==> config.mk <==
export PLATFORM = sky130hd
export DESIGN_NAME = flow_xbar_demux_stage
export DESIGN_NICKNAME = d
export VERILOG_FILES = /design/src/source/flow_xbar_pkg.sv /design/src/source/flow_xbar_demux_stage.sv
export SDC_FILE = /design/constraint.sdc
export NUM_CORES = 1
export LEC_CHECK = 0
export BUFFER_PORTS_ARGS = -buffer_cell sky130_fd_sc_hd__buf_2
export CORE_MARGIN = 3
export CORE_UTILIZATION = 35
export CTS_CLUSTER_SIZE = 30
export DETAILED_ROUTE_END_ITERATION = 8
export GPL_TIMING_DRIVEN = 1
export PLACE_DENSITY = 0.75
export SETUP_SLACK_MARGIN = 0.4
export SLEW_MARGIN = 20
export SYNTH_ARGS = -nofsm -noshare
export SYNTH_HDL_FRONTEND = slang
export SYNTH_SLANG_ARGS = --single-unit
==> constraint.sdc <==
create_clock -name clk -period 3.81 [get_ports clk]
set_input_delay 0.381 -clock clk [delete_from_list [all_inputs] [get_ports clk]]
set_output_delay 0.381 -clock clk [all_outputs]
set_load 0.03 [all_outputs]
==> src/source/flow_xbar_pkg.sv <==
// shared sizes and pipeline constants for the 4x4 flow crossbar
// flow counts, data and id widths, free-path latency

`default_nettype none

package flow_xbar_pkg;

  // number of push (source) flows
  localparam int num_push_flows = 4;

  // number of pop (destination) flows
  localparam int num_pop_flows = 4;

  // payload width of one word
  localparam int data_width = 16;

  // selects one of num_pop_flows
  localparam int dest_id_width = 2;

  // selects one of num_push_flows and sizes the arbiter pointer
  localparam int src_id_width = 2;

  // one register after the demux plus one at the pop output
  // counted from the push accept edge to pop_valid with a free path
  localparam int pipe_latency = 2;

endpackage : flow_xbar_pkg

`default_nettype wire
==> src/source/flow_xbar_demux_stage.sv <==
// one-entry push register with one-hot destination request
// full throughput when the held word is granted in the same cycle

`timescale 1ns/1ps
`default_nettype none

module flow_xbar_demux_stage
  import flow_xbar_pkg::*;
(
  input  wire logic                     clk,
  input  wire logic                     rst_n,

  input  wire logic                     push_valid,
  input  wire logic [data_width-1:0]    push_data,
  input  wire logic [dest_id_width-1:0] push_dest_id,
  output logic                          push_ready,

  input  wire logic [num_pop_flows-1:0] grant,
  output logic [num_pop_flows-1:0]      request,
  output logic [data_width-1:0]         held_data
);

  logic [num_pop_flows-1:0] request_q;
  logic [num_pop_flows-1:0] dest_onehot;
  logic [data_width-1:0]    data_q;
  logic                     entry_valid;
  logic                     entry_leaving;
  logic                     push_fire;

  // the register holds a word whenever any request bit is set
  assign entry_valid   = |request_q;
  assign entry_leaving = |grant;

  // accept when empty or when the current word leaves this cycle
  assign push_ready = !entry_valid || entry_leaving;
  assign push_fire  = push_valid && push_ready;

  // destination decode happens here and nowhere else
  always_comb begin
    dest_onehot = '0;
    dest_onehot[push_dest_id] = 1'b1;
  end

  always_ff @(posedge clk) begin
    if (!rst_n) begin
      request_q <= '0;
    end else if (push_fire) begin
      request_q <= dest_onehot;
    end else if (entry_leaving) begin
      request_q <= '0;
    end
  end

  // held payload, loaded on every accepted push
  always_ff @(posedge clk) begin
    if (push_fire) begin
      data_q <= push_data;
    end
  end

  assign request   = request_q;
  assign held_data = data_q;

endmodule : flow_xbar_demux_stage

`default_nettype wire

==> reports/results.txt <==
Initial antenna violation count - 0
Sequential fraction of the synthesis area - 82.1%
Fin. max-slew vios - 0
Arrival time at the worst endpoint - 1.42 ns
Largest net degree at the start of global routing - 17
Dpl ws - 2.09 ns
Max-cap violations - 0
Outcome - finished, final reports clean
Max Fclk - 0.557 GHz
Clock Power Share - 23.4%
RSZ-0062 raised after global routing - false
Worst setup SP type - register
Post-route DRC - 0
Clock transition at path regs - 0.10 ns
Combinational power share - 13.7%
Chip height - 50.2 um
Final wirelength - 1250 um
CTS tree - built
Switch Pwr - 0.0945 mW
Peak supply drop - 192 uV
Lkg Pwr - 0.419 nW
Vias in the first global route - 496
Final hold violation count - 0
Clock root cell - clkbuf_4
# rows - 15
H-tree depth - 1
Core area - 1780 um^2
Vias - 487
Syn Std Cell Area - 683 um^2
DR iter-0 viols - 13
Post-Syn Instances - 36
Finish-stage setup viols - 0
First drt pass iteration count - 2
Max FO, Critical Path - 6
Internal power - 0.305 mW
Synth-to-Final Area Change - 42.5%
Final hold slack - 0.262 ns
Switch share - 23.7%
Total track usage - 9.92%
Top delay family on crit path - compound AO/OA/AOI/OAI gates
WS Path Type - reg -> out
Warnings, synthesis - 0
Fin crit share - 47.1%
Number of unique standard cell types used by synthesis - 10
Tmin final - 1.80 ns
Critical path, cell by cell - o41a_4 > inv_1 > buf_2
First-pass GRT wire length - 1910 um
Post-cts gate resize count - 0
Synth Register Bits - 20
Nets - 112
Die area - 2520 um^2
DRT antenna net count - 0
Crit path buffers/inverters - 2
Slowest stage delay, CP - 0.53 ns
Total Power - 0.399 mW
Sink Count - 20
Worst slew pin tran - 0.334 ns
PD cells - 410 nW/um^2
Routability cong. - 0.785
Layout cells sized above 1 - 59.3%
Filler cells - 168
Worst Clk Skew - 0.00897 ns
Setup Total Neg Slack - 0 ns
Inserted Clock Buffers - 3
Worst skew pair latency - 0.28 ns
Crit end category - output pin
Seq pwr share - 62.9%
Post-CTS Setup Bufs - 0
Worst hold path type - in -> reg
Via-per-instance ratio - 4.39
# IOs - 46
Initial Util - 38.3%
Inserted Diodes - 0
Hold_buf cts - 0
DIE WIDTH - 50.2 um
Data required, critical path - 3.43 ns
Syn_nets - 61
Grt ovf - 0
Wire per inst - 11.3 um
Max-slew headroom - 77.5%
Syn Area/Cell - 19.0 um^2
Final WS setup - 2.01 ns
Clock buffer depth - 2
Port bufs - 45
Critical path's slowest cell - o41a_4
-- layer usage --
layer	GRT usage (%)	up-vias	wire length, um	part of all wire [%]
met4	2.76	0	0	0
met5	0	-	0	0
met3	5.04	0	188	15
met1	11.0	205	529	42
li1	-	245	-	-
met2	16.5	37	536	43
-- cell usage after synthesis, drive strengths merged --
cell    instances  area (um^2)
nand3           4         20.0
nor2b           1         6.26
dfxtp           4         80.1
nand2           2         7.51
nand2b          2         12.5
edfxtp         16          480
o41a            1         21.3
o31ai           4         30.0
inv             1         3.75
nor4            1         21.3
-- flip-flops by register name, indices dropped and copies added (netlist names) --
register	cells
request	4
held_data	16
-- power groups by stage --
stage | sequential [mW] | clock [mW] | combinational [mW]
2_1_floorplan | 0.279 | 0 | 0.00678
3_3_place_gp | 0.256 | 0 | 0.0543
3_5_place_dp | 0.256 | 0 | 0.0553
4_1_cts | 0.251 | 0.0997 | 0.0553
5_1_grt | 0.252 | 0.107 | 0.0580
6_report | 0.251 | 0.0935 | 0.0546
-- metrics by stage --
stage / std cells / instance area (um^2) / util [%]
2_1_floorplan: 36 / 683 / -
3_3_place_gp: 107 / 947 / 53.1
3_5_place_dp: 107 / 947 / 53.1
4_1_cts: 111 / 973 / 54.6
5_1_grt: 111 / 973 / 54.6
6_report: 111 / 973 / 54.6
-- placed cells by master (no fill, tap or decap) --
cell / netlist / layout
buf_2: 0 / 45
edfxtp_1: 16 / 16
nand3_1: 4 / 4
o31ai_1: 4 / 4
dfxtp_1: 4 / 4
clkbuf_4: 0 / 3
nand2b_1: 2 / 2
nand2_1: 2 / 2
nor4_4: 1 / 1
o41a_4: 1 / 1
inv_1: 1 / 1
nor2b_1: 1 / 1
clkinv_1: 0 / 1
buf_4: 0 / 1
-- cell type report --
class	count	area, um^2	area share [%]
sequential	20	561	57.6
timing repair buffer	46	233	23.9
multi-input combinational	15	119	12.2
tap	25	31.3	3.21
clock buffer	3	22.5	2.31
clock inverter	1	3.75	0.386
inverter	1	3.75	0.386
-- kinds of logic after synthesis --
group                  share of synthesized area [%]
AO/OA/AOI/OAI                                   7.51
flip-flops                                      82.1
buffers and inverters                          0.549
AND/OR/NAND/NOR                                 9.89
-- worst paths after layout --
check | slack [ns] | depth (start not counted) | start | to
hold / removal | 0.26 | 1 | push_data[15] | held_data[15]
hold reg to reg | 0.51 | 2 | request[0] | request[0]
setup / recovery | 2.01 | 3 | request[3] | push_ready
setup reg to reg | 2.24 | 3 | request[3] | held_data[10]
Power figures use the tool's default switching activity.
